File: config.mk
export PLATFORM = sky130hd
export DESIGN_NAME = channel_fifo
export DESIGN_NICKNAME = d
export VERILOG_FILES = /design/src/logic/concat_pkg.sv /design/src/logic/channel_fifo.sv
export SDC_FILE = /design/constraint.sdc
export NUM_CORES = 2
export LEC_CHECK = 0
export BUFFER_PORTS_ARGS = -buffer_cell sky130_fd_sc_hd__buf_4
export CAP_MARGIN = 10
export CORE_ASPECT_RATIO = 0.9
export CORE_MARGIN = 4
export CORE_UTILIZATION = 53
export CTS_CLUSTER_SIZE = 40
export DETAILED_ROUTE_END_ITERATION = 8
export GPL_TIMING_DRIVEN = 0
export PLACE_DENSITY = 0.7
export SYNTH_ARGS = -nofsm -noshare
export SYNTH_HDL_FRONTEND = slang
export SYNTH_SLANG_ARGS = --single-unit
File: constraint.sdc
create_clock -name clk -period 14.02 [get_ports clk]
set_input_delay 3.505 -clock clk [delete_from_list [all_inputs] [get_ports clk]]
set_output_delay 3.505 -clock clk [all_outputs]
set_load 0.02 [all_outputs]
File: src/logic/concat_pkg.sv
`default_nettype none

// Datapath definitions shared by the FIFOs, the sequencer and the top level
package concat_pkg;

  //////////////////////////////
  // Sizes
  //////////////////////////////

  // Concat inputs
  localparam int NUM_BRANCHES     = 5;
  localparam int PIXEL_WIDTH      = 32;
  // Per-branch buffer, also the longest channel
  localparam int FIFO_DEPTH       = 64;
  // Holds 0 to FIFO_DEPTH inclusive
  localparam int COUNT_WIDTH      = 7;
  localparam int BRANCH_IDX_WIDTH = 3;

  //////////////////////////////
  // Types
  //////////////////////////////

  typedef logic [PIXEL_WIDTH-1:0]      pixel_t;
  typedef logic [COUNT_WIDTH-1:0]      count_t;
  typedef logic [BRANCH_IDX_WIDTH-1:0] branch_idx_t;
  typedef logic [NUM_BRANCHES-1:0]     branch_mask_t;

  // One pixel with its strobe
  typedef struct packed {
    logic   valid;
    pixel_t data;
  } pixel_beat_t;

  // Sequencer states
  typedef enum logic [1:0] {
    ST_IDLE,
    ST_WAIT_FILL,
    ST_DRAIN,
    ST_NEXT
  } seq_state_t;

endpackage

`default_nettype wire

File: src/logic/channel_fifo.sv
`timescale 1ns/1ps
`default_nettype none

// Single-clock circular buffer for one branch
module channel_fifo #(
  parameter int DEPTH = concat_pkg::FIFO_DEPTH
) (
  input  logic                    clk,
  input  logic                    reset,
  input  logic                    write,
  input  concat_pkg::pixel_t      data_in,
  input  logic                    read,
  output concat_pkg::pixel_beat_t data_out,
  output logic                    empty,
  output concat_pkg::count_t      level
);

  import concat_pkg::*;

  // Pointers wrap naturally for power-of-two depths
  localparam int PTR_WIDTH = $clog2(DEPTH);

  pixel_t               mem [DEPTH];
  logic [PTR_WIDTH-1:0] wr_ptr;
  logic [PTR_WIDTH-1:0] rd_ptr;
  count_t               fill;
  logic                 rd_fire;
  logic                 rd_valid;
  pixel_t               rd_data;

  // Reads on an empty buffer are dropped
  assign rd_fire = read && (fill != '0);

  //////////////////////////////
  // Pointers and occupancy
  //////////////////////////////

  always_ff @(posedge clk) begin
    if (reset) begin
      wr_ptr   <= '0;
      rd_ptr   <= '0;
      fill     <= '0;
      rd_valid <= 1'b0;
    end else begin
      if (write) wr_ptr <= wr_ptr + 1'b1;
      if (rd_fire) rd_ptr <= rd_ptr + 1'b1;
      // Simultaneous push and pop leaves the level alone
      case ({write, rd_fire})
        2'b10:   fill <= fill + 1'b1;
        2'b01:   fill <= fill - 1'b1;
        default: fill <= fill;
      endcase
      // Valid one cycle after an accepted read
      rd_valid <= rd_fire;
    end
  end

  // Storage and registered read port
  always_ff @(posedge clk) begin
    if (write) mem[wr_ptr] <= data_in;
    if (rd_fire) rd_data <= mem[rd_ptr];
  end

  assign data_out = '{valid: rd_valid, data: rd_data};
  assign empty    = (fill == '0);
  assign level    = fill;

endmodule

`default_nettype wire

After elaboration in Yosys (flattened, before gate mapping)
Memory sizes are Yosys's and may differ from the RTL's. A register that Yosys moved wholly into a read port is not among the register bits.
Index checks and enable logic that the tools add are counted.
- logic and storage cells: 18
- memories: 1
- output and inout bits: 41
- RAM bits: 2048
- input bits: 36
- bits in registers: 20
- equal/unequal tests: 2
- add/sub/neg operators: 4
- reduce and logical (&&, ||, !) cells: 4
- mux-type cells: 3
- memories (memory ; depth ; width ; rd ports ; clocked after memory_dff ; wr ports ; RTL line ; text):
    mem ; 64 ; 32 ; 1 ; 1 ; 1 ; channel_fifo.sv:23 ; pixel_t mem [DEPTH];
- operators with widths (kind ; number):
    one-hot mux 7 bit (2 select lines) ; 1
    adder 6 x 1 -> 6 bit (second input constant) ; 2
    adder 7 x 1 -> 7 bit (second input constant) ; 1
    zero test 7 bit ; 1
    nonzero test 7 bit ; 1
    subtractor 7 x 1 -> 7 bit (second input constant) ; 1
    == test 2 x 1 -> 1 bit (second input constant) ; 1
    == test 2 bit (second input constant) ; 1
    two-way mux 1 bit ; 2
    nonzero test 2 bit ; 1
    logical AND 1 bit ; 1

Logic depth before layout (Yosys ltp)
- depth in word-level cells: 4
- gate-level depth with buffers: 13
- mapped depth without buffers: 12

Worst setup path after synthesis
OpenSTA, ideal clock, no wires.
- kind: input -> register
- from: in write
- to: mem mem[48][0] (netlist name), enable pin
- buffers on the path: 1
- slack: 7.028 ns
- data arrival time: 6.531 ns
- library setup time: 0.461 ns
- cell stages on the path: 4
- data required time: 13.559 ns
- cells stage by stage: clkbuf_1 -> nand4b_1 -> or2_2 -> nor3_1
- longest elaborated chain between the ends: 2
- RTL lines (element ; RTL line ; text):
    start, declared ; channel_fifo.sv:10 ; input logic write,
    two-way mux 1 bit ; channel_fifo.sv:60 ; if (write) mem[wr_ptr] <= data_in;
    two-way mux 1 bit (not written as such) ; channel_fifo.sv:60 ;
    end, declared ; channel_fifo.sv:23 ;
Every way passes these cells.

Worst setup path after layout
- from: in write
- to: mem mem[38][18] (netlist name), enable pin
The elaborated chain is that of the path after synthesis.

==> reports/results.txt <==
The final reports fail on capacitance limit, slew limit. For the finished layout, the period the worst path requires is 6019 ps. For this run, design rule violations remaining after detail routing come to 0.

Setup repair after global routing left no endpoint under its margin. The run gives 33.08% as the overall track demand over capacity in global routing. The most used flip-flop cell after synthesis is edfxtp_1.

Biggest area consumer among synthesized cells: edfxtp_1. Register bit total from synthesis: 2100. Yosys attributes the largest share of cell area to edfxtp_1 78%, mux4_2 15%, mux2i_1 2.0%. The total design power is 14.96 mW, and the pin slew with the least headroom to its limit is 1782 ps. The tools report the I/O pin count as 77. The largest single stage delay on the critical path is 1040 ps. Clock-pin slew was measured on the worst setup and hold paths at 60 ps.

The flow ran to the end, but the final reports show violations. The first-pass iteration count of the detailed router came out at 8. The final estimated routing congestion in global placement came out at 0.9246. Type of element capturing the critical path: a flip-flop. Yosys mapped a number of flops with a built-in enable equal to 2080. In this run the cell area of the synthesized design comes to 80380 sq um. The final count of hold timing violations came out at 0.

Traced cell by cell, the critical path runs through buf_4 > clkbuf_1 > inv_1 > nor2_1 > nand3_1 > nor2_4 > buf_12. Counting every net in the synthesized netlist gives 3553. The die width was 418.5 um. The worst setup path is launched from an input pin. For this run the aggregate overflow at the end of global routing stands at 0. Setup slack on the critical path of the routed design comes to 8001 ps. Dividing the final minimum period by the clock period gives 42.93%. The number of antenna violations at the first check in global routing is 21, and the cell row count is 135. The worst hold path cell count came out at 2. TritonCTS built the clock tree. At the later pin of the worst-skew pair, clock insertion delay measures 850 ps.

Each instance of the synthesized netlist takes up on average 22.91 sq um. IR analysis of the VDD net gives a maximum drop of 171.9 uV. Sum of net half-perimeters after detailed placement: 166900 um.

In the final timing run, aggregate negative setup slack is 0 ps. The slowest stage of the critical path belongs to the cell nor2_4. Post-CTS repair changed the size of 0 cells. Summed over all cells, the static leakage comes to 28.22 nW. In this run, CTS created clock tree buffers numbering 199. Summing over every cut layer, the via total after detailed routing is 43200. The worst pin sits at a relative slew slack of -20.08%. Of all nets on the critical path, the largest fanout is 17. The worst hold path belongs to the class flip-flop to flip-flop.

The data arrival time of the worst path was 6520 ps; the number of synthesis warnings was 0. The max-capacitance violation count is 2, and the number of global-route vias before repair is 40960. For the maximum number of pins on one net before global-route repair, the log shows 65.

Count of nets after finishing: 3961. In the synthesized netlist, the number of instances is 3508. The netlist uses 56 different library cells.

The clock net in this run drives a total of 2100 sinks. The fraction of synthesis flops using an asynchronous set or reset pin came out at 0%. Sequential cells were found to cover 78.20% of the synthesized design area. The critical path class was input pin to flip-flop. The residual antenna-violating net count after detailed routing was 0.

Die height: 377.5 um. The power density of the placed cells was 161.4 nW/um^2; the number of port buffers was 76. The number of cells on the worst reg-to-reg path is 6.

In this run the number of H-tree levels came out at 4. The cell at the root of the clock tree is clkbuf_16. For this block, the initial DRC count from the detailed router was 8593. In the final layout, the share of cells above drive strength 1 is 29.02%. With fillers left out, the area of the finished cells amounts to 92700 sq um. Data on the critical path is required at its endpoint by 14520 ps. After detailed routing, the number of vias per cell comes to 7.108. The logs give 4 for the final-report max-slew violation count and 150700 sq um for the placeable core region. The average wire per standard cell was 42.61 um; the top cell type's share of synthesized area was 77.70%. After clock tree synthesis, the flow added hold-fix buffers numbering 0. The logs give 86210 sq um for the instance area at placement and 50.87 ps for the worst clock skew on the final layout. Total setup violations reported at the end of the flow: 0. The logs give 53.35% for the effective utilization at floorplan and 258900 um for the total routed wirelength. In this run the post-CTS setup repair buffer count came out at 0. The die covers 158000 sq um. The final hold slack is 561.0 ps, and the top achievable clock speed is 166.1 MHz.

The logs give 3 for the maximum root-to-sink buffer count and 7177 ps for the pre-CTS worst setup slack. The run gives 349300 um as the first-pass GRT wire length. Compared with the post-synthesis result, the final layout area differs by 15.32%.
-- Yosys cell counts (2+ instances only) --
cell type,n
inv_1,9
and2_1,5
a21o_1,5
a22oi_1,10
edfxtp_1,2080
nor2_1,114
nor3_1,21
o22ai_1,27
o221ai_1,38
nor3b_1,2
a2111oi_0,11
nand2b_1,11
ha_1,8
o21ai_1,18
o21a_1,2
buf_6,20
or2_2,4
o211ai_1,7
a31oi_1,3
a221oi_1,12
o21ai_0,25
nor2b_1,23
mux2_2,6
a32o_1,2
or3_1,2
nand3_1,11
buf_2,48
nand2_1,42
mux2i_1,162
nand4_1,3
clkbuf_1,76
a21boi_0,2
nor4_1,3
xor2_1,7
dfxtp_1,20
xnor2_1,4
a211oi_1,25
a21oi_1,55
mux4_2,519
buf_4,29
nand4b_1,2
buf_1,21
-- cell families (layout without fill, tap and decap cells) --
| family | after synthesis | count (layout) | synth area share [%] |
|---|---|---|---|
| and+or+nand+nor | 249 | 249 | 1.443 |
| AOI/OAI and AO/OA | 248 | 248 | 2.083 |
| buffers and inverters | 204 | 780 | 1.364 |
| DFF | 2100 | 2100 | 78.20 |
| muxes | 687 | 687 | 16.64 |
| xor gates and xnor gates | 11 | 11 | 0.1198 |
| other | 0 | 7 | 0 |
| adders and majority gates | 9 | 9 | 0.1494 |
-- power breakdown --
part	total [mW]	internal, mW	switching (mW)
combinational	2.63	1.04	1.59
clock	5.29	2.96	2.33
sequential	7.04	7.00	0.0313
total	15.0	11.0	3.96
-- through the flow --
| step | cells | util [%] |
|---|---|---|
| floorplan | 3508 | - |
| detailed placement | 5692 | 57.21 |
| global placement | 5570 | 55.38 |
| CTS | 6061 | 61.42 |
| global route | 6071 | 61.52 |
| finish | 6077 | 61.53 |
-- state kept, by name, indices dropped and copies added (netlist names) --
register  cells
mem        2048
rd_ptr        6
wr_ptr        6
rd_data      32
level         7
rd_valid      1
-- layout make-up --
type | instances | area [sq um]
Antenna cell | 7 | 17.52
Buffer | 195 | 1067
Clock buffer | 254 | 5396
Clock inverter | 115 | 943.4
Fill cell | 10050 | 57970
Inverter | 9 | 33.78
Multi-Input combinational cell | 1204 | 16900
Sequential cell | 2100 | 62860
Tap cell | 1986 | 2485
Timing Repair Buffer | 207 | 2995
-- worst paths after layout --
check        startpoint     endpoint  slack (ps)
min            level[3]     level[3]         560
max reg2reg   rd_ptr[5]   rd_data[0]        8560
min reg2reg    level[3]     level[3]         560
max               write  mem[38][18]        8000
-- routing by layer --
metal  vias up  routed length, um  global-route usage [%]
met4        12              17000                   16.99
met5         -                 76                 0.09245
met2      4060             114500                   48.27
met1     22480              86840                   43.97
li1      15810                  -                       -
met3       826              40510                   12.43
-- cell usage in the layout, fill, tap and decap left out, drive strengths merged, types with 7 or more instances in the layout --
| cell type | instances |
|---|---|
| ha | 8 |
| nand3 | 11 |
| a22oi | 10 |
| o211ai | 7 |
| clkinv | 94 |
| nor2b | 23 |
| diode | 7 |
| o22ai | 27 |
| nand2 | 42 |
| xor2 | 7 |
| buf | 326 |
| o221ai | 38 |
| nand2b | 11 |
| mux2i | 162 |
| a21oi | 55 |
| nor2 | 114 |
| dfxtp | 20 |
| o21ai | 43 |
| edfxtp | 2080 |
| a2111oi | 12 |
| nor3 | 21 |
| a221oi | 13 |
| clkbuf | 330 |
| mux4 | 519 |
| a211oi | 25 |
| bufinv | 13 |
| inv | 14 |
-- worst max-delay path: cells and delay by family --
family / cells / cell delay (ps)
simple gates: 3 / 1980
buf+inv: 4 / 990
Power figures use the tool's default switching activity.
