### config.mk
export PLATFORM = sky130hd
export DESIGN_NAME = concat_regs
export DESIGN_NICKNAME = d
export VERILOG_FILES = /design/src/logic/concat_pkg.sv /design/src/logic/concat_cfg_pkg.sv /design/src/logic/concat_regs.sv
export SDC_FILE = /design/constraint.sdc
export NUM_CORES = 1
export LEC_CHECK = 0
export BUFFER_PORTS_ARGS = -buffer_cell sky130_fd_sc_hd__buf_4
export CAP_MARGIN = 20
export CELL_PAD_IN_SITES_DETAIL_PLACEMENT = 1
export CELL_PAD_IN_SITES_GLOBAL_PLACEMENT = 1
export CORE_MARGIN = 3
export CORE_UTILIZATION = 27
export DETAILED_ROUTE_END_ITERATION = 12
export PLACE_DENSITY = 0.77
export SETUP_SLACK_MARGIN = 0.3
export SLEW_MARGIN = 40
export SYNTH_ARGS = -nofsm -noshare
export SYNTH_HDL_FRONTEND = slang
export SYNTH_SLANG_ARGS = --single-unit
### constraint.sdc
create_clock -name clk -period 0.9 [get_ports clk]
set_input_delay 0.045 -clock clk [delete_from_list [all_inputs] [get_ports clk]]
set_output_delay 0.045 -clock clk [all_outputs]
set_load 0.01 [all_outputs]
### src/logic/concat_pkg.sv
`default_nettype none

// Datapath definitions shared by the FIFOs, the sequencer and the top level
package concat_pkg;

  //////////////////////////////
  // Sizes
  //////////////////////////////

  // Concat inputs
  localparam int NUM_BRANCHES     = 5;
  localparam int PIXEL_WIDTH      = 32;
  // Per-branch buffer, also the longest channel
  localparam int FIFO_DEPTH       = 64;
  // Holds 0 to FIFO_DEPTH inclusive
  localparam int COUNT_WIDTH      = 7;
  localparam int BRANCH_IDX_WIDTH = 3;

  //////////////////////////////
  // Types
  //////////////////////////////

  typedef logic [PIXEL_WIDTH-1:0]      pixel_t;
  typedef logic [COUNT_WIDTH-1:0]      count_t;
  typedef logic [BRANCH_IDX_WIDTH-1:0] branch_idx_t;
  typedef logic [NUM_BRANCHES-1:0]     branch_mask_t;

  // One pixel with its strobe
  typedef struct packed {
    logic   valid;
    pixel_t data;
  } pixel_beat_t;

  // Sequencer states
  typedef enum logic [1:0] {
    ST_IDLE,
    ST_WAIT_FILL,
    ST_DRAIN,
    ST_NEXT
  } seq_state_t;

endpackage

`default_nettype wire

### src/logic/concat_cfg_pkg.sv
`default_nettype none

// Configuration register map and structs
package concat_cfg_pkg;

  //////////////////////////////
  // Register map
  //////////////////////////////

  localparam int CFG_ADDR_WIDTH = 2;
  localparam int CFG_DATA_WIDTH = 16;

  // Pixels per branch per frame
  localparam logic [CFG_ADDR_WIDTH-1:0] ADDR_CHANNEL_LEN = 2'd0;
  // One enable bit per branch
  localparam logic [CFG_ADDR_WIDTH-1:0] ADDR_BRANCH_MASK = 2'd1;

  // Single-cycle write from the host side
  typedef struct packed {
    logic                      strobe;
    logic [CFG_ADDR_WIDTH-1:0] addr;
    logic [CFG_DATA_WIDTH-1:0] data;
  } cfg_write_t;

  // Decoded configuration as seen by the sequencer
  typedef struct packed {
    concat_pkg::count_t       channel_len;
    concat_pkg::branch_mask_t branch_mask;
  } concat_cfg_t;

endpackage

`default_nettype wire

### src/logic/concat_regs.sv
`timescale 1ns/1ps
`default_nettype none

// Configuration registers for the concat stage
module concat_regs (
  input  logic                       clk,
  input  logic                       reset,
  input  concat_cfg_pkg::cfg_write_t cfg,
  output concat_cfg_pkg::concat_cfg_t cfg_out
);

  import concat_pkg::*;
  import concat_cfg_pkg::*;

  count_t       len_clamped;
  count_t       channel_len;
  branch_mask_t branch_mask;

  //////////////////////////////
  // Length clamp
  //////////////////////////////

  // Legal range is 1 to FIFO_DEPTH
  always_comb begin
    if (cfg.data == '0) begin
      len_clamped = count_t'(1);
    end else if (cfg.data > CFG_DATA_WIDTH'(FIFO_DEPTH)) begin
      len_clamped = count_t'(FIFO_DEPTH);
    end else begin
      len_clamped = cfg.data[COUNT_WIDTH-1:0];
    end
  end

  // Address decode on the write strobe
  always_ff @(posedge clk) begin
    if (reset) begin
      // Full channel, every branch on
      channel_len <= count_t'(FIFO_DEPTH);
      branch_mask <= '1;
    end else if (cfg.strobe) begin
      case (cfg.addr)
        ADDR_CHANNEL_LEN: channel_len <= len_clamped;
        ADDR_BRANCH_MASK: branch_mask <= cfg.data[NUM_BRANCHES-1:0];
        // Unmapped addresses fall through
        default: ;
      endcase
    end
  end

  assign cfg_out = '{channel_len: channel_len, branch_mask: branch_mask};

endmodule

`default_nettype wire

Word-level counts from Yosys, hierarchy flattened --
Cells that the tools add are included.
Cells by class: order comparisons 1, eq/ne operators 1, muxes and demuxes 2, reduce and logical (&&, ||, !) cells 4
Operators with widths (count):
- 16-bit by 7-bit > comparator with 1-bit output, second input constant | 1
- 16-bit zero test | 1
- 7-bit 2-to-1 mux | 2
- 2-bit AND reduction | 2
- 2-bit by 1-bit equality test with 1-bit output, second input constant | 1
- 2-bit zero test | 1
Word-level totals: register bits 12, input bits 21, output and inout bits 12, word-level logic and storage cells 10

Logic depth before layout (Yosys ltp) --
word-level depth 3, depth in mapped cells 3, depth with buffers taken out 3

Worst setup path before layout --
OpenSTA, ideal clock, no wires.
path type input-to-reg, start point in cfg[11] in the netlist's numbering, end point reg channel_len[1], setup time 61 ps, arrival time 711 ps, required time 839 ps, slack 128 ps, stages 3, buffers on the path 0, path through nor4_4 -> and4_4 -> a32o_1
On the way: word-level cells in the longest chain between the ends 3, elaborated cells on any way between the ends 4, classes of those cells order compare: 1; mux: 2; reduce/logical: 1
RTL lines:
- start, declared | RTL line concat_regs.sv:8 | input concat_cfg_pkg::cfg_write_t cfg,
- 16-bit by 7-bit > comparator with 1-bit output | RTL line concat_regs.sv:27 | end else if (cfg.data > CFG_DATA_WIDTH'(FIFO_DEPTH)) begin
- 7-bit 2-to-1 mux | RTL line concat_regs.sv:27
- 7-bit 2-to-1 mux (*) | RTL line concat_regs.sv:25 | if (cfg.data == '0) begin
- end signal, assigned | RTL line concat_regs.sv:38 | channel_len <= count_t'(FIFO_DEPTH);
- end signal, assigned | RTL line concat_regs.sv:42 | ADDR_CHANNEL_LEN: channel_len <= len_clamped;
- end, declared | RTL line concat_regs.sv:16 | count_t channel_len;
Mark *: on every way between the ends. The rest lies on a longest branch, timed or not. A chain may end at the register's enable or synchronous reset.

Worst setup path in the final report --
start point reg branch_mask[3], end point out cfg_out[3] in the netlist's numbering
RTL lines:
- start, declared | RTL line concat_regs.sv:17 | branch_mask_t branch_mask;
- start signal, assigned | RTL line concat_regs.sv:43 | ADDR_BRANCH_MASK: branch_mask <= cfg.data[NUM_BRANCHES-1:0];
- end, declared | RTL line concat_regs.sv:9 | output concat_cfg_pkg::concat_cfg_t cfg_out
No word-level cell between the ends.

==> results.sh <==
export IMPL_endpoint="cfg_out[3]"
export IMPL_switchingPower_uw=281
export IMPL_cts_max_path_buffers=2
export IMPL_grt_start_max_net_pins=8
export IMPL_power_leakage_nw=0.408
export IMPL_p_total_mw=1.18
export IMPL_post_dp_cell_area_um2=778
export IMPL_cp_end_kind="primary output"
export IMPL_num_rows=14
export IMPL_path_max_fanout=2
export IMPL_intPower_uw=894
export IMPL_worstMarginPinSlew_ps=421
export IMPL_dr_pass1_iters=3
export IMPL_setup_tns_ps=0
export IMPL_drt_iter0_drc=1
export IMPL_htree_levels=1
export IMPL_critical_path_class="reg2out"
export IMPL_pwr_share_clk_pct=37.9
export IMPL_synth_top_cell_by_area="dfxtp_1"
export IMPL_async_reset_ff_share_pct=0
export IMPL_dr_max_layer_used="met4"
export IMPL_yosys_area_share_simple_pct=25.9
export IMPL_fin_ws_ps=123
export IMPL_cts_root_buf="clkbuf_4"
export IMPL_drt_total_wl_mm=1.61
export IMPL_grt_pass1_vias=610
export IMPL_synthTopCellsByArea="dfxtp_1, nor4_4, mux2i_1"
export IMPL_worstHoldStart="cfg[0]"
export IMPL_cts_tree="built"
export IMPL_cp_startpoint="branch_mask[3]"
export IMPL_startpoint_type="flop"
export IMPL_vias=506
export IMPL_hp_class="in2reg"
export IMPL_nFillCells=197
export IMPL_grt_use_total_pct=15.9
export IMPL_synth_distinct_cells=18
export IMPL_num_antenna_cells=0
export IMPL_synth_area_per_cell_um2=11.2
export IMPL_hold_violations=3
export IMPL_synth_top_family_by_area="simple AND/OR/NAND/NOR gates"
export IMPL_initial_core_util_pct=30.6
export IMPL_p_comb_share_pct=15.6
export IMPL_clock_latency_ps=280
export IMPL_dpl_worst_slack_ps=-63.9
export IMPL_timing_reg2reg_worst_path_depth=3
export IMPL_required_ps=850
export IMPL_placeableCoreArea_um2=1610
export IMPL_cellPowerDensity_nw_per_um2=1280
export IMPL_gp_congestion=0.644
export IMPL_drive_gt1_share_pct=70.2
export IMPL_synth_seq_cells=12
export IMPL_io_pins=33
export IMPL_min_period_ps=777
export IMPL_yosys_warnings=0
export IMPL_wl_met2_um=824
export IMPL_synth_cells=44
export IMPL_grt_pass1_wl_mm=2.82
export IMPL_fin_hold_ws_ps=-27.9
export IMPL_cp_slowest_cell="dfxtp_2"
export IMPL_cp_top_family="flip-flops"
export IMPL_dpl_hpwl_mm=1.27
export IMPL_muxShareOfSynthArea_pct=8.12
export IMPL_finalClockSkew_ps=0
export IMPL_numCtsBuffers=3
export IMPL_relSlewSlack_pct=71.8
export IMPL_cp_depth=1
export IMPL_io_buffers=32
export IMPL_routed_via_density=4.69
export IMPL_numClockSinks=12
export IMPL_r2r_start="channel_len[6]"
export IMPL_worstPathCellList="buf_6"
export IMPL_wire_per_inst_um=14.9
export IMPL_setup_viol=0
export IMPL_synth_most_common_cell="dfxtp_1"
export IMPL_synth_common_cells="dfxtp_1, nand2_1, mux2i_1"
export IMPL_clk_pin_slew_worst_paths_ps=80
export IMPL_r2r_slack_ps=200
export IMPL_status="finished with violations"
export IMPL_path_buf_inv=1
export IMPL_r2r_end="channel_len[6]"
export IMPL_met1_length_um=600
export IMPL_placed_cells_incl_taps=102
export IMPL_power_switching_share_pct=23.9
export IMPL_synthAdderAreaFrac_pct=0
export IMPL_synth_edf_count=0
export IMPL_syn_to_final_growth_pct=86.3
export IMPL_syn_nets=65
export IMPL_fin_cells=108
export IMPL_final_antenna_net_count=0
export IMPL_violations="negative hold slack"
export IMPL_overflow=0
export IMPL_netlist_area_um2=493
export IMPL_synth_compound_area_share_pct=15.0
export IMPL_crit_path_max_incr_delay_ps=330
export IMPL_ir_worst_vdd_mv=0.898
export IMPL_die_y_um=48.7
export IMPL_wl_met3_um=147
export IMPL_antenna_found_initial=0
export IMPL_dieArea_um2=2370
export IMPL_rsz0062_at_grt="yes"
export IMPL_cp_data_arrival_time_ps=730
export IMPL_synth_xor_area_share_pct=0
export IMPL_final_area_um2=918
export IMPL_fin_crit_sh_pct=86.4
export IMPL_cap_violations=0
export IMPL_max_freq_ghz=1.29
export IMPL_final_util_pct=57.0
export IMPL_route_detailed_drc=0
export IMPL_yosysSeqAreaShare_pct=48.7
export IMPL_ys_dominant_reg_cell="dfxtp_1"
export IMPL_synth_top_area_share_pct=48.7
export IMPL_maxSlewViolCount=0
export IMPL_pwr_share_seq_pct=46.5
export IMPL_fin_nets=106
export IMPL_die_x_um=48.7
repair_timing:
action                     CTS  global route
setup buffers                1             1
hold endpoints to repair     3             3
pin swaps                    8             7
setup endpoints to repair   19            24
resized for setup           30             2
layout by cell type, fill, tap and decap left out:
master,synthesis,layout
mux2i_1,4,4
nand2_1,5,4
o211ai_1,1,1
nor3_1,1,1
nand2_2,0,1
nor4_4,2,2
a32o_1,3,3
clkinv_1,1,1
nand4_1,1,1
buf_6,0,16
buf_4,0,20
nand3b_1,1,1
dfxtp_2,0,12
o2bb2ai_1,3,3
nor3b_4,1,1
and4_4,1,1
nor2_1,3,2
nor2_4,0,1
nor4_1,1,1
clkbuf_4,0,3
a21oi_1,1,1
clkbuf_8,0,1
o21ai_2,0,1
inv_1,2,2
power by group through the flow:
| stage | combinational (mW) | clock, mW | sequential [mW] |
|---|---|---|---|
| final | 0.183 | 0.446 | 0.546 |
| after global placement | 0.161 | 0 | 0.556 |
| after CTS | 0.181 | 0.457 | 0.546 |
| after detailed placement | 0.168 | 0 | 0.556 |
| after global routing | 0.199 | 0.500 | 0.547 |
| after floorplan | 0.0434 | 0 | 0.560 |
cell type report:
cell class / count / area (um2) / area share (%)
Clock buffer: 4 / 36.3 / 3.95
Inverter: 3 / 11.3 / 1.23
Multi-Input combinational cell: 29 / 255 / 27.8
Sequential cell: 12 / 255 / 27.8
Tap cell: 24 / 30.0 / 3.27
Timing Repair Buffer: 36 / 330 / 36.0
cells by family after synthesis:
group,Yosys count
flip-flops,12
buffers and inverters,3
AND/OR/NAND/NOR,16
multiplexers,4
AO/OA/AOI/OAI,9
registers in the layout, summed over array words and instances (netlist names):
name,cells
branch_mask,5
channel_len,7
metal layers:
layer	GRT usage (%)	vias up
met4	8.53	0
met1	16.1	236
met3	7.36	3
met5	0	-
li1	-	246
met2	26.9	21
how the worst min path moves through the flow:
| stage | to | slack (ps) | cells past startpoint |
|---|---|---|---|
| global route | branch_mask[0] | -20 | 3 |
| CTS | branch_mask[0] | -30 | 3 |
| detailed placement | branch_mask[0] | 270 | 3 |
| floorplan | branch_mask[0] | 160 | 2 |
| global placement | branch_mask[0] | 260 | 3 |
| finish | branch_mask[0] | -30 | 3 |
Note: power is estimated with default switching activity, not from simulation.
