## config.mk

```make
export PLATFORM = sky130hd
export DESIGN_NAME = concat_sequencer
export DESIGN_NICKNAME = d
export VERILOG_FILES = /design/src/logic/concat_pkg.sv /design/src/logic/concat_cfg_pkg.sv /design/src/logic/concat_sequencer.sv
export SDC_FILE = /design/constraint.sdc
export NUM_CORES = 1
export LEC_CHECK = 0
export BUFFER_PORTS_ARGS = -buffer_cell sky130_fd_sc_hd__buf_2
export CELL_PAD_IN_SITES_DETAIL_PLACEMENT = 1
export CELL_PAD_IN_SITES_GLOBAL_PLACEMENT = 2
export CORE_ASPECT_RATIO = 1.4
export CORE_MARGIN = 3
export CORE_UTILIZATION = 23
export DETAILED_ROUTE_END_ITERATION = 8
export GPL_TIMING_DRIVEN = 0
export PLACE_DENSITY_LB_ADDON = 0.05
export SETUP_SLACK_MARGIN = 0.4
export SYNTH_ARGS = -nofsm -noshare
export SYNTH_HDL_FRONTEND = slang
export SYNTH_SLANG_ARGS = --single-unit
export TNS_END_PERCENT = 50
```

## constraint.sdc

```tcl
create_clock -name clk -period 4.5 [get_ports clk]
set_input_delay 0.9 -clock clk [delete_from_list [all_inputs] [get_ports clk]]
set_output_delay 0.9 -clock clk [all_outputs]
set_load 0.01 [all_outputs]
```

## src/logic/concat_pkg.sv

```systemverilog
`default_nettype none

// Datapath definitions shared by the FIFOs, the sequencer and the top level
package concat_pkg;

  //////////////////////////////
  // Sizes
  //////////////////////////////

  // Concat inputs
  localparam int NUM_BRANCHES     = 5;
  localparam int PIXEL_WIDTH      = 32;
  // Per-branch buffer, also the longest channel
  localparam int FIFO_DEPTH       = 64;
  // Holds 0 to FIFO_DEPTH inclusive
  localparam int COUNT_WIDTH      = 7;
  localparam int BRANCH_IDX_WIDTH = 3;

  //////////////////////////////
  // Types
  //////////////////////////////

  typedef logic [PIXEL_WIDTH-1:0]      pixel_t;
  typedef logic [COUNT_WIDTH-1:0]      count_t;
  typedef logic [BRANCH_IDX_WIDTH-1:0] branch_idx_t;
  typedef logic [NUM_BRANCHES-1:0]     branch_mask_t;

  // One pixel with its strobe
  typedef struct packed {
    logic   valid;
    pixel_t data;
  } pixel_beat_t;

  // Sequencer states
  typedef enum logic [1:0] {
    ST_IDLE,
    ST_WAIT_FILL,
    ST_DRAIN,
    ST_NEXT
  } seq_state_t;

endpackage

`default_nettype wire

```

## src/logic/concat_cfg_pkg.sv

```systemverilog
`default_nettype none

// Configuration register map and structs
package concat_cfg_pkg;

  //////////////////////////////
  // Register map
  //////////////////////////////

  localparam int CFG_ADDR_WIDTH = 2;
  localparam int CFG_DATA_WIDTH = 16;

  // Pixels per branch per frame
  localparam logic [CFG_ADDR_WIDTH-1:0] ADDR_CHANNEL_LEN = 2'd0;
  // One enable bit per branch
  localparam logic [CFG_ADDR_WIDTH-1:0] ADDR_BRANCH_MASK = 2'd1;

  // Single-cycle write from the host side
  typedef struct packed {
    logic                      strobe;
    logic [CFG_ADDR_WIDTH-1:0] addr;
    logic [CFG_DATA_WIDTH-1:0] data;
  } cfg_write_t;

  // Decoded configuration as seen by the sequencer
  typedef struct packed {
    concat_pkg::count_t       channel_len;
    concat_pkg::branch_mask_t branch_mask;
  } concat_cfg_t;

endpackage

`default_nettype wire

```

## src/logic/concat_sequencer.sv

```systemverilog
`timescale 1ns/1ps
`default_nettype none

// Drains the branch FIFOs in ascending order onto one output stream
module concat_sequencer (
  input  logic                                                clk,
  input  logic                                                reset,
  input  concat_cfg_pkg::concat_cfg_t                         cfg_in,
  input  concat_pkg::pixel_beat_t [concat_pkg::NUM_BRANCHES-1:0] fifo_beat,
  input  concat_pkg::branch_mask_t                            fifo_empty,
  input  concat_pkg::count_t                                  first_level,
  output concat_pkg::branch_mask_t                            fifo_read,
  output concat_pkg::pixel_beat_t                             out_beat,
  output logic                                                frame_done
);

  import concat_pkg::*;

  seq_state_t   state;
  // Frame snapshot of the configuration
  count_t       snap_len;
  branch_mask_t snap_mask;
  // Branch being drained, all ones before the first
  branch_idx_t  cur;
  count_t       issued;

  branch_idx_t  search_from;
  branch_idx_t  nxt_idx;
  logic         nxt_found;
  branch_idx_t  sel;
  logic         more_after;
  count_t       cnt_base;
  logic         rd_fire;
  logic         last_of_branch;
  logic         frame_last;
  logic         last_tag_d1;
  pixel_beat_t  merged;
  logic         out_valid;
  pixel_t       out_data;

  //////////////////////////////
  // Branch selection
  //////////////////////////////

  // cur of all ones wraps to zero at frame start
  assign search_from = cur + 1'b1;
  // ST_NEXT reads the newly picked branch in the same cycle
  assign sel      = (state == ST_NEXT) ? nxt_idx : cur;
  assign cnt_base = (state == ST_NEXT) ? '0 : issued;

  always_comb begin
    nxt_found  = 1'b0;
    nxt_idx    = '0;
    more_after = 1'b0;
    // Lowest enabled branch at or above search_from
    for (int k = NUM_BRANCHES - 1; k >= 0; k--) begin
      if (snap_mask[k] && (branch_idx_t'(k) >= search_from)) begin
        nxt_found = 1'b1;
        nxt_idx   = branch_idx_t'(k);
      end
    end
    // Anything left after the selected branch
    for (int k = 0; k < NUM_BRANCHES; k++) begin
      if (snap_mask[k] && (branch_idx_t'(k) > sel)) more_after = 1'b1;
    end
  end

  // Read only while the selected FIFO has data
  assign rd_fire = ((state == ST_DRAIN) || ((state == ST_NEXT) && nxt_found)) &&
                   !fifo_empty[sel];
  assign last_of_branch = rd_fire && (cnt_base == snap_len - 1'b1);
  assign frame_last     = last_of_branch && !more_after;

  always_comb begin
    fifo_read = '0;
    if (rd_fire) fifo_read[sel] = 1'b1;
  end

  //////////////////////////////
  // FSM
  //////////////////////////////

  always_ff @(posedge clk) begin
    if (reset) begin
      state     <= ST_IDLE;
      snap_len  <= '0;
      snap_mask <= '0;
      cur       <= '1;
      issued    <= '0;
    end else begin
      case (state)
        ST_IDLE: begin
          // Empty mask keeps the stage parked
          if (cfg_in.branch_mask != '0) begin
            snap_len  <= cfg_in.channel_len;
            snap_mask <= cfg_in.branch_mask;
            cur       <= '1;
            state     <= ST_WAIT_FILL;
          end
        end
        ST_WAIT_FILL: begin
          if (first_level >= snap_len) state <= ST_NEXT;
        end
        ST_DRAIN: begin
          issued <= cnt_base + count_t'(rd_fire);
          if (last_of_branch) state <= ST_NEXT;
        end
        ST_NEXT: begin
          if (!nxt_found) begin
            state <= ST_IDLE;
          end else begin
            cur    <= nxt_idx;
            issued <= cnt_base + count_t'(rd_fire);
            // Length of one stays here for the following branch
            if (!last_of_branch) state <= ST_DRAIN;
          end
        end
        default: state <= ST_IDLE;
      endcase
    end
  end

  //////////////////////////////
  // Output stage
  //////////////////////////////

  // At most one FIFO presents a beat
  always_comb begin
    merged = '0;
    for (int k = 0; k < NUM_BRANCHES; k++) begin
      if (fifo_beat[k].valid) merged = fifo_beat[k];
    end
  end

  // Final-read tag follows the pixel through both stages
  always_ff @(posedge clk) begin
    if (reset) begin
      out_valid   <= 1'b0;
      last_tag_d1 <= 1'b0;
      frame_done  <= 1'b0;
    end else begin
      out_valid   <= merged.valid;
      last_tag_d1 <= frame_last;
      frame_done  <= last_tag_d1;
    end
  end

  always_ff @(posedge clk) begin
    if (merged.valid) out_data <= merged.data;
  end

  assign out_beat = '{valid: out_valid, data: out_data};

endmodule

`default_nettype wire

```

[After elaboration in Yosys (flattened, before gate mapping)]
Index checks and enable logic that the tools add are counted.
Operators by class
  $add $sub $neg: 3
  reductions and logical operators: 26
  magnitude comparators: 13
  multiplexer cells: 38
  eq/ne operators: 9
Operators with widths (count)
  $mux 33: 5
  $mux 3: 8
  $logic_and 1x1->1: 15
  $mux 7: 2
  $pmux 7 s2: 1
  $mux 1: 12
  $mux 2: 5
  $ne 2x2->1 const B: 4
  $pmux 2 s4: 1
  $add 7x1->7: 1
  $eq 7x7->1: 1
  $ge 7x7->1: 1
  $sub 7x1->7 const B: 1
  $ge 1x3->1 const A: 2
  $ge 2x3->1 const A: 2
  $gt 1x3->1 const A: 2
  $gt 2x3->1 const A: 2
  $pmux 3 s2: 1
  $mux 5: 1
  $reduce_bool 5->1: 1
  $eq 2x2->1 const B: 2
  $lt 3x4->1 const B: 1
  $reduce_and 2->1: 2
  $reduce_and 4->1: 1
  other kinds (13): 15
Word-level totals
  output and inout port bits: 39
  input port bits: 191
  word-level logic and storage cells: 98
  bits in registers: 59

[Depth between registers and ports, before layout]
Gate-level depths: netlist (run 1).
  word-level depth: 18
  gate-level depth with buffers: 16

[Worst setup path after synthesis (run 1)]
Ideal clock, no wire load.
  path type: register to output
  start: reg cur[1]
  end: out fifo_read[1]
  path buffers: 0
  data required time: 3600 ps
  stages on the path, launching flop included: 11
  data arrival time: 2520 ps
  path slack: 1080 ps
  path through: dfxtp_1 -> inv_1 -> ha_1 -> and2_4 -> o221ai_2 -> a2bb2oi_4 -> mux2i_1 -> a211oi_1 -> a311oi_1 -> nand2_1 -> nor3_1
Between the ends
  word-level cells in the longest chain between the ends: 14
  elaborated cells between the ends (all ways): 34
  classes of those cells: 1 x add/sub; 7 x order compare; 16 x mux; 10 x reduce/logical
RTL lines
  from (decl): line concat_sequencer.sv:24  | branch_idx_t cur;
  from (signal assigned): line concat_sequencer.sv:112  | cur <= nxt_idx;
  $add 3x1->3: line concat_sequencer.sv:46  | assign search_from = cur + 1'b1;
  $ge 3x3->1: line concat_sequencer.sv:57  | if (snap_mask[k] && (branch_idx_t'(k) >= search_from)) begin
  $logic_and 1x1->1: line concat_sequencer.sv:57
  $mux 3 (5 in a row): line concat_sequencer.sv:57
  $mux 3: line concat_sequencer.sv:48  | assign sel = (state == ST_NEXT) ? nxt_idx : cur;
  $lt 3x4->1 (not written as such) (tied with other cells): line concat_sequencer.sv:76  | if (rd_fire) fifo_read[sel] = 1'b1;
  $logic_and 1x1->1 (not written as such) or $mux 1 (tied branches): line concat_sequencer.sv:76, concat_sequencer.sv:70
  $mux 1 (not written as such) or $logic_not 1->1 (tied branches): line concat_sequencer.sv:76, concat_sequencer.sv:70
  $demux 1 s3 or $logic_and 1x1->1 (tied branches): line concat_sequencer.sv:76, concat_sequencer.sv:69
  $mux 5 (*): line concat_sequencer.sv:76
  to (decl): line concat_sequencer.sv:12  | output concat_pkg::branch_mask_t fifo_read,
Every way passes the cells marked *; elsewhere a longest branch is shown, timed or not. The select of a mux whose other input is x is not followed.

[Worst setup path in the final report (run 1)]
  start: reg state[0]
  end: out fifo_read[3]
Between the ends
  word-level cells in the longest chain between the ends: 7
  elaborated cells between the ends (all ways): 15
  classes of those cells: 2 x order compare; 2 x eq/ne; 6 x mux; 5 x reduce/logical
RTL lines
  from (decl): line concat_sequencer.sv:19  | seq_state_t state;
  from (signal assigned): line concat_sequencer.sv:85  | state <= ST_IDLE;
  from (signal assigned): line concat_sequencer.sv:98  | state <= ST_WAIT_FILL;
  from (signal assigned): line concat_sequencer.sv:102  | if (first_level >= snap_len) state <= ST_NEXT;
  $eq 2x2->1: line concat_sequencer.sv:48, concat_sequencer.sv:69
  $mux 3: line concat_sequencer.sv:48
  $lt 3x4->1 (not written as such) (tied with other cells): line concat_sequencer.sv:76
  $logic_and 1x1->1 (not written as such) or $mux 1 (tied branches): line concat_sequencer.sv:76, concat_sequencer.sv:70
  $mux 1 (not written as such) or $logic_not 1->1 (tied branches): line concat_sequencer.sv:76, concat_sequencer.sv:70
  $demux 1 s3 or $logic_and 1x1->1 (tied branches): line concat_sequencer.sv:76, concat_sequencer.sv:69
  $mux 5 (*): line concat_sequencer.sv:76
Marks and branches as above.

==> results of run 1 <==
worst max-delay path, delay by kind of cell, from the launching register on:
kind,cells,cell delay (ns)
mux,1,0.28
compound gates,3,0.72
flops,1,0.42
buf+inv,3,0.60
fa+ha+maj,1,0.34
simple gates,2,0.30
cell type report:
type	count	area (sq um)	share of cell area
Multi-Input combinational cell	412	2450	0.412
Clock buffer	10	229	0.0385
Antenna cell	2	5.00	0.000841
Tap cell	236	295	0.0496
Buffer	37	154	0.0259
Timing Repair Buffer	228	1170	0.197
Sequential cell	59	1500	0.252
Inverter	16	60.1	0.0101
Clock inverter	6	81.3	0.0137
routing by layer:
metal | vias up | share of wire | wire (um) | global-route usage
met2 | 139 | 0.55 | 9310 | 0.339
met3 | 23 | 0.074 | 1260 | 0.0586
li1 | 2354 | - | - | -
met1 | 2070 | 0.36 | 6120 | 0.165
met5 | - | 0.0037 | 62 | 0
met4 | 10 | 0.011 | 188 | 0.0369
logic make-up after synthesis:
group | synth area share
AO/OA/AOI/OAI | 0.287
AND/OR/NAND/NOR | 0.190
flip-flops | 0.364
buffers and inverters | 0.0513
adder cells (fa/ha/maj) | 0.0546
XOR/XNOR | 0.0252
multiplexers | 0.0279
path summary, 6_finish.rpt:
check | endpoint | slack, ns | depth (start not counted)
worst min register to register | frame_done | 0.44 | 1
worst min-delay path | frame_done | 0.44 | 1
worst max-delay path | fifo_read[3] | 0.61 | 10
worst max register to register | issued[6] | 0.76 | 15
what timing repair did:
item,4_1_cts,5_1_grt
setup endpoints to repair,5,4
gates resized for setup,1,7
hold endpoints to repair,0,0
buffers inserted,1,2
pin swaps,1,2
registers in the layout, indices dropped and copies added (netlist names), 2 cells and up:
signal / cells
cur: 3
state: 2
snap_len: 7
snap_mask: 5
out_data: 32
issued: 7
report_power, final:
group          leakage (nW)  total, mW  switching [mW]  internal (mW)
Combinational          1.94      0.681           0.382          0.299
Clock                 0.150      0.721           0.240          0.480
Sequential            0.571      0.674          0.0430          0.631
Total                  2.66       2.08           0.665           1.41
Yosys cell counts (all sizes together):
cell / n / share of area
nand4: 2 / 0.0030
a211oi: 1 / 0.0018
o31ai: 2 / 0.0049
a2bb2oi: 1 / 0.0064
and3: 4 / 0.0061
a21o: 2 / 0.0036
inv: 16 / 0.015
a22oi: 36 / 0.066
nor2b: 10 / 0.015
nor3b: 1 / 0.0018
a32oi: 1 / 0.0021
a21oi: 83 / 0.10
o31a: 1 / 0.0021
edfxtp: 32 / 0.23
or3b: 1 / 0.0021
nand2: 48 / 0.044
buf: 8 / 0.010
nand3b: 2 / 0.0036
xnor2: 11 / 0.025
o21bai: 2 / 0.0046
o21a: 4 / 0.0073
and4: 1 / 0.0021
o311ai: 1 / 0.0021
o41ai: 1 / 0.0021
dfxtp: 27 / 0.13
nor4: 2 / 0.0030
o221ai: 2 / 0.0073
nand3: 3 / 0.0036
o21ai: 45 / 0.055
nor3: 5 / 0.0061
or4: 3 / 0.0055
or2: 1 / 0.0015
a211o: 2 / 0.0042
o211ai: 1 / 0.0018
ha: 18 / 0.055
a31oi: 2 / 0.0030
a41oi: 1 / 0.0067
and2: 1 / 0.0021
nand2b: 2 / 0.0030
a311oi: 2 / 0.0058
mux2: 1 / 0.0036
or3: 1 / 0.0015
nor2: 95 / 0.086
mux2i: 10 / 0.024
clkbuf: 29 / 0.026
==> metrics.yaml, run 1 <==
drt:
  drtPass1Iterations: 5
  via_per_inst: 4.57
  antenna_left: 0
  num_vias: 4596
  drt-total-wl_um: 16900
  drc: 0
  drt_iter0_drc: 133
  avgRoutedWirePerCell_um: 16.8
grt:
  grt.total_usage: 0.169
  grt_antenna_before_repair: 6
  grt_pass1_wl_um: 26100
  grt_max_degree: 33
  grt-ovfl-total: 0
  grt_pass1_vias: 5087
clocking:
  cts_sinks: 59
  cts_buffers: 9
  path_clk_slew_ns: 0.05
  clk_latency_ns: 0.33
  cts.htree.levels: 3
  cts_tree: "done"
  cts_root_buf: "clkbuf_16"
  cts_hold_buf: 0
  clk_path_buf_depth: 2
sta:
  post-route-period-util: 0.864
  fin_tns_setup_ns: 0
  max_freq_mhz: 257
  worst_pin_slew_ns: 0.826
  setup_slack_ns: 0.613
  rsz0062_at_grt: "false"
  clock-skew-final_ns: 0.00482
  setup_viol: 0
  slew_violations: 0
  holdWs_ns: 0.443
  max-slew-margin-rel: 0.449
  layout_min_cycle_time_ns: 3.89
  finalHoldViolations: 0
finish:
  final_area_sq_um: 5950
  fin_cells: 1006
  drive_gt1_frac: 0.341
  final_common_cell: "buf_2"
  area_growth_syn_to_layout_pct: 44.3
  final_core_util: 0.341
  fillers: 2196
  mostFrequentLayoutCells: "buf_2 (224), nor2_1 (95), a21oi_1 (83), nand2_1 (47), o21ai_0 (43)"
  nets: 972
floorplan:
  pin_count: 230
  core_sq_um: 17500
  fp.dieH_um: 164
  start_util: 0.236
  die_w_um: 119
  die-area_sq_um: 19600
  std_cell_rows: 57
critical_path:
  cp_slowest_cell: "dfxtp_1"
  worstPathRequired_ns: 3.60
  arrival_ns: 2.99
  critical-path-max-stage-delay_ns: 0.42
  crit_path_start: "state[0]"
  setup.worst_path.end_class: "output port"
  regToRegStartpoint: "state[0]"
  cp_cell_sequence: "ha_1 > clkbuf_4 > inv_1 > a2bb2oi_4 > mux2i_2 > a211oi_1 > a311oi_2 > nand2_2 > nor3_1 > buf_2"
  cp_max_fo: 10
  critPathLaunchType: "flip-flop"
  crit_type: "reg2out"
placement:
  dpl.cell_count: 984
  gp_congestion: 0.781
  hpwlAfterDp_um: 14900
  io_buffers: 224
  place_ws_ns: 0.263
  placed_area_sq_um: 5540
min_path:
  min_from: "last_tag_d1"
  hold_path_class: "reg2reg"
synth:
  ys_ff_latch: 59
  synthDistinctLibCells: 53
  syn_nets: 733
  avgSynthCellArea_sq_um: 7.87
  synthesis.area_sq_um: 4130
  synth_seq_area_share: 0.364
  syn-instance-count: 524
  yosys_warnings: 0
pwr:
  power.density_nw_per_um2: 349
  power_mw: 2.08
  p_leak_nw: 2.66
  vdd_drop_max_mv: 0.201
job:
  maxCapViolCount: 0
status:
  status: "completed"
Note: power is estimated with default switching activity, not from simulation.
==> run 2, diff against run 1 <==
--- a/config.mk
+++ b/config.mk
@@ -13,6 +13,7 @@
 export CORE_UTILIZATION = 23
 export DETAILED_ROUTE_END_ITERATION = 8
 export GPL_TIMING_DRIVEN = 0
+export MAX_ROUTING_LAYER = met4
 export PLACE_DENSITY_LB_ADDON = 0.05
 export SETUP_SLACK_MARGIN = 0.4
 export SYNTH_ARGS = -nofsm -noshare
==> metrics.yaml, run 2 (synthesis results as in run 1) <==
min_path:
  hold_path_class: "reg2reg"
  min_from: "last_tag_d1"
finish:
  final_common_cell: "buf_2"
  largest_reg_flops: 32  # unchanged
  final_core_util: 0.341  # +0.000716
  fillers: 2200  # +0.18%
  drive_gt1_frac: 0.341  # unchanged
  regMostFlops: "out_data"
  mostFrequentLayoutCells: "buf_2 (224), nor2_1 (95), a21oi_1 (83), nand2_1 (47), o21ai_0 (43)"
  nets: 972  # unchanged
  reg_top3: "out_data (32), issued (7), snap_len (7)"
  fin_cells: 1011  # +0.50%
  area_growth_syn_to_layout_pct: 44.6
floorplan:
  pin_count: 230  # unchanged
  die_w_um: 119  # unchanged
  std_cell_rows: 57  # unchanged
  core_sq_um: 17500  # unchanged
  start_util: 0.236  # unchanged
  fp.dieH_um: 164  # unchanged
  die-area_sq_um: 19600  # unchanged
status:
  status: "completed"
critical_path:
  arrival_ns: 2.99  # about the same
  worstPathRequired_ns: 3.60  # about the same
  crit_path_start: "cur[1]"
  cp_max_fo: 7  # -3
  r2r_slack_ns: 0.75  # about the same
  setup.worst_path.end_class: "output port"
  critPathLaunchType: "flip-flop"
  regToRegStartpoint: "cur[1]"
  critPathTopFamily: "compound AO/OA/AOI/OAI gates"
  crit_type: "reg2out"
  cp_cell_sequence: "inv_1 > ha_2 > a21oi_1 > o221ai_4 > a2bb2oi_4 > mux2i_2 > a211oi_1 > a311oi_2 > nand2_2 > nor3_1 > buf_2"
  cp_num_buf_inv: 2  # -1
  cp_slowest_cell: "ha_2"
  critical-path-max-stage-delay_ns: 0.39  # -0.03 ns
drt:
  via_per_inst: 4.55  # -0.32%
  antenna_left: 0  # unchanged
  num_vias: 4604  # +0.17%
  avgRoutedWirePerCell_um: 16.8  # -0.22%
  drt_iter0_drc: 139  # +4.5%
  drtPass1Iterations: 4  # -1
  drc: 0  # unchanged
  drt-total-wl_um: 17000  # +0.27%
sta:
  layout_min_cycle_time_ns: 3.89  # +0.00175 ns
  post-route-period-util: 0.864  # about the same
  clock-skew-final_ns: 0.00513  # +0.000308 ns
  max_freq_mhz: 257  # about the same
  finalHoldViolations: 0  # unchanged
  holdWs_ns: 0.446  # +0.00232 ns
  rsz0062_at_grt: "false"
  setup_viol: 0  # unchanged
  worst_pin_slew_ns: 0.823  # -0.00343 ns
  slew_violations: 0  # unchanged
  max-slew-margin-rel: 0.451  # +0.00228
  fin_tns_setup_ns: 0  # unchanged
grt:
  grt_pass1_vias: 5104  # +0.33%
  grt.total_usage: 0.174  # +0.00484
  grt-ovfl-total: 0  # unchanged
  grt_antenna_before_repair: 6  # unchanged
  grt_pass1_wl_um: 26000  # -0.26%
  grt_max_degree: 33  # unchanged
job:
  maxCapViolCount: 0  # unchanged
clocking:
  cts_sinks: 59  # unchanged
  cts_root_buf: "clkbuf_16"
  cts_buffers: 9  # unchanged
  clk_latency_ns: 0.33  # about the same
  cts_tree: "done"
  path_clk_slew_ns: 0.05  # about the same
  clk_path_buf_depth: 2  # unchanged
  cts.htree.levels: 3  # unchanged
placement:
  dpl.cell_count: 984  # unchanged
  gp_congestion: 0.793  # +1.5%
  io_buffers: 224  # unchanged
  hpwlAfterDp_um: 14900  # unchanged
pwr:
  p_leak_nw: 2.66  # about the same
  vdd_drop_max_mv: 0.204  # +1.2%
  power.density_nw_per_um2: 349  # about the same
  power_mw: 2.08  # +0.17%
[run 2: report_power, final]
part           total (mW)  switching [mW]  internal [mW]
Sequential          0.674          0.0430          0.631
Clock               0.723           0.243          0.480
Combinational       0.682           0.383          0.299
[run 2: path summary, 6_finish.rpt]
check	end	depth (start not counted)
worst max-delay path	fifo_read[3]	11
worst min-delay path	frame_done	1
worst max register to register	issued[6]	16
worst min register to register	frame_done	1
[run 2: area by class of cell]
| cell class | count | area, sq um | area share |
|---|---|---|---|
| Antenna cell | 7 | 17.5 | 0.00294 |
| Timing Repair Buffer | 228 | 1170 | 0.196 |
| Clock inverter | 6 | 81.3 | 0.0136 |
| Tap cell | 236 | 295 | 0.0495 |
| Buffer | 37 | 154 | 0.0258 |
| Multi-Input combinational cell | 412 | 2450 | 0.411 |
| Inverter | 16 | 60.1 | 0.0101 |
| Clock buffer | 10 | 229 | 0.0384 |
| Sequential cell | 59 | 1500 | 0.252 |
[run 2: timing repair]
item / CTS / global route
setup endpoints to repair: 5 / 4
hold buffers: 0 / 0
buffers inserted: 1 / 2
pin swaps: 1 / 2
resized for setup: 1 / 7
[run 2: routing by layer]
layer / part of all wire / track usage / up-vias / wire (um)
li1: - / - / 2362 / -
met1: 0.37 / 0.169 / 2093 / 6290
met2: 0.55 / 0.339 / 139 / 9330
met3: 0.070 / 0.0524 / 10 / 1200
met4: 0.010 / 0.0369 / 0 / 171
met5: 0 / - / - / 0
[run 2: metrics by stage]
| stage | worst slack, ns | instance area (sq um) |
|---|---|---|
| 6_report | 0.611 | 5960 |
| 5_1_grt | 0.393 | 5960 |
| 4_1_cts | 0.462 | 5870 |
| 3_5_place_dp | 0.263 | 5540 |
| 3_3_place_gp | 0.328 | 5540 |
| 2_1_floorplan | 1.08 | 4130 |
==> run 3, diff against run 2 <==
--- a/config.mk
+++ b/config.mk
@@ -15,6 +15,7 @@
 export GPL_TIMING_DRIVEN = 0
 export MAX_ROUTING_LAYER = met4
 export PLACE_DENSITY_LB_ADDON = 0.05
+export RECOVER_POWER = 100
 export SETUP_SLACK_MARGIN = 0.4
 export SYNTH_ARGS = -nofsm -noshare
 export SYNTH_HDL_FRONTEND = slang
==> metrics.yaml, run 3 (synthesis results as in run 1) <==
status:
  status: "completed"
finish:
  drive_gt1_frac: 0.289  # -0.0521
  nets: 972  # unchanged
  regMostFlops: "out_data"
  final_area_sq_um: 5890  # -1.3%
  largest_reg_flops: 32  # unchanged
  area_growth_syn_to_layout_pct: 42.7
  fillers: 2204  # +0.18%
  mostFrequentLayoutCells: "buf_2 (187), nor2_1 (95), a21oi_1 (83), clkbuf_1 (70), nand2_1 (47)"
  reg_top3: "out_data (32), issued (7), snap_len (7)"
  final_common_cell: "buf_2"
  final_core_util: 0.337  # -0.00437
sta:
  setup_viol: 0  # unchanged
  finalHoldViolations: 0  # unchanged
  clock-skew-final_ns: 0.00441  # -0.000714 ns
  fin_tns_setup_ns: 0  # unchanged
  setup_slack_ns: 0.458  # -0.153 ns
  slew_violations: 0  # unchanged
  rsz0062_at_grt: "false"
  layout_min_cycle_time_ns: 4.04  # +0.153 ns
  max-slew-margin-rel: 0.139  # -0.312
  max_freq_mhz: 247  # -3.8%
  post-route-period-util: 0.898  # +0.0339
  worst_pin_slew_ns: 1.29  # +0.468 ns
  holdWs_ns: 0.445  # -0.000323 ns
grt:
  grt_pass1_vias: 5104  # unchanged
  grt-ovfl-total: 0  # unchanged
  grt_max_degree: 33  # unchanged
  grt_antenna_before_repair: 6  # unchanged
  grt_pass1_wl_um: 26000  # unchanged
  grt.total_usage: 0.174  # unchanged
critical_path:
  r2r_slack_ns: 0.52  # -0.23 ns
  crit_path_start: "cur[1]"
  crit_type: "reg2out"
  crit_end: "fifo_read[3]"
  rr_worst_depth: 16  # unchanged
  setup.worst_path.end_class: "output port"
  arrival_ns: 3.14  # +0.15 ns
  critPathLaunchType: "flip-flop"
  rr_endpoint: "issued[6]"
  cp_max_fo: 8  # +1
  worstPathRequired_ns: 3.60  # about the same
  regToRegStartpoint: "cur[1]"
drt:
  drt-total-wl_um: 16900  # -0.48%
  num_vias: 4575  # -0.63%
  drc: 0  # unchanged
  drt_iter0_drc: 156  # +12%
  avgRoutedWirePerCell_um: 16.7  # -0.48%
  antenna_left: 0  # unchanged
  drtPass1Iterations: 4  # unchanged
  via_per_inst: 4.53  # -0.63%
clocking:
  cts_tree: "done"
  clk_path_buf_depth: 2  # unchanged
  cts_hold_buf: 0  # unchanged
  cts_root_buf: "clkbuf_16"
  cts.htree.levels: 3  # unchanged
  clk_latency_ns: 0.33  # about the same
  path_clk_slew_ns: 0.05  # about the same
  cts_sinks: 59  # unchanged
  cts_buffers: 9  # unchanged
floorplan:
  std_cell_rows: 57  # unchanged
  pin_count: 230  # unchanged
  die-area_sq_um: 19600  # unchanged
  die_w_um: 119  # unchanged
  start_util: 0.236  # unchanged
  fp.dieH_um: 164  # unchanged
  core_sq_um: 17500  # unchanged
job:
  maxCapViolCount: 0  # unchanged
min_path:
  hold_path_class: "reg2reg"
pwr:
  vdd_drop_max_mv: 0.202  # -1.1%
  p_leak_nw: 2.52  # -5.1%
  power.density_nw_per_um2: 351  # +0.55%
placement:
  place_ws_ns: 0.263  # unchanged
  hpwlAfterDp_um: 14900  # unchanged
  placed_area_sq_um: 5540  # unchanged
  io_buffers: 224  # unchanged
  gp_congestion: 0.793  # unchanged
-- run 3: cell count changes in the layout (fill, tap and decap cells not counted), sizes merged --
| cell | delta |
|---|---|
| buf | -40 |
| clkbuf | +40 |
-- run 3: worst max-delay path, cell delays in order, from the launching register on --
cell      delay (ns)
dfxtp_1         0.35
inv_1           0.09
ha_1            0.36
o31a_1          0.27
o21ai_0         0.35
a41oi_4         0.25
a21oi_1         0.23
a211oi_1        0.09
a311oi_2        0.32
nand2_2         0.13
nor3_1          0.18
clkbuf_1        0.18
-- run 3: area by class of cell --
type / count / area (sq um) / share of cell area
flip-flops and latches: 59 / 1500 / 0.255
well taps: 236 / 295 / 0.0502
diodes: 7 / 17.5 / 0.00298
repair buffers: 228 / 1100 / 0.186
plain buffers: 37 / 154 / 0.0261
clock buffers: 10 / 229 / 0.0389
inverters: 16 / 60.1 / 0.0102
multi-input cells: 412 / 2450 / 0.416
clock inverters: 6 / 81.3 / 0.0138
-- run 3: stage by stage --
stage	total power, mW	std cells
after floorplan	1.09	524
final	2.06	1011
after detailed placement	1.35	984
after global routing	2.20	1010
after global placement	1.32	984
after CTS	2.08	1001
-- run 3: metal layers --
metal	routed length, um	GRT usage	share of wire
met1	6240	0.169	0.37
met2	9310	0.339	0.55
met3	1190	0.0524	0.070
met4	175	0.0369	0.010
met5	0	-	0
-- run 3: power breakdown --
part	internal (mW)	switching [mW]	total, mW
sequential	0.631	0.0434	0.674
combinational	0.287	0.381	0.668
clock	0.480	0.241	0.721
-- run 3: how the worst min path moves through the flow --
stage                     start          to  slack, ns  depth (start not counted)
finish              last_tag_d1  frame_done       0.45                          1
detailed placement  last_tag_d1  frame_done       0.43                          1
global placement    last_tag_d1  frame_done       0.43                          1
global route        last_tag_d1  frame_done       0.47                          1
floorplan           last_tag_d1  frame_done       0.41                          1
CTS                 last_tag_d1  frame_done       0.44                          1
-- run 3: repair_timing --
item,4_1_cts,5_1_grt
cloned,0,0
resized for setup,1,7
endpoints found under the hold margin,0,0
setup buffers,1,2
pin swaps,1,2
endpoints found under the setup margin,5,4
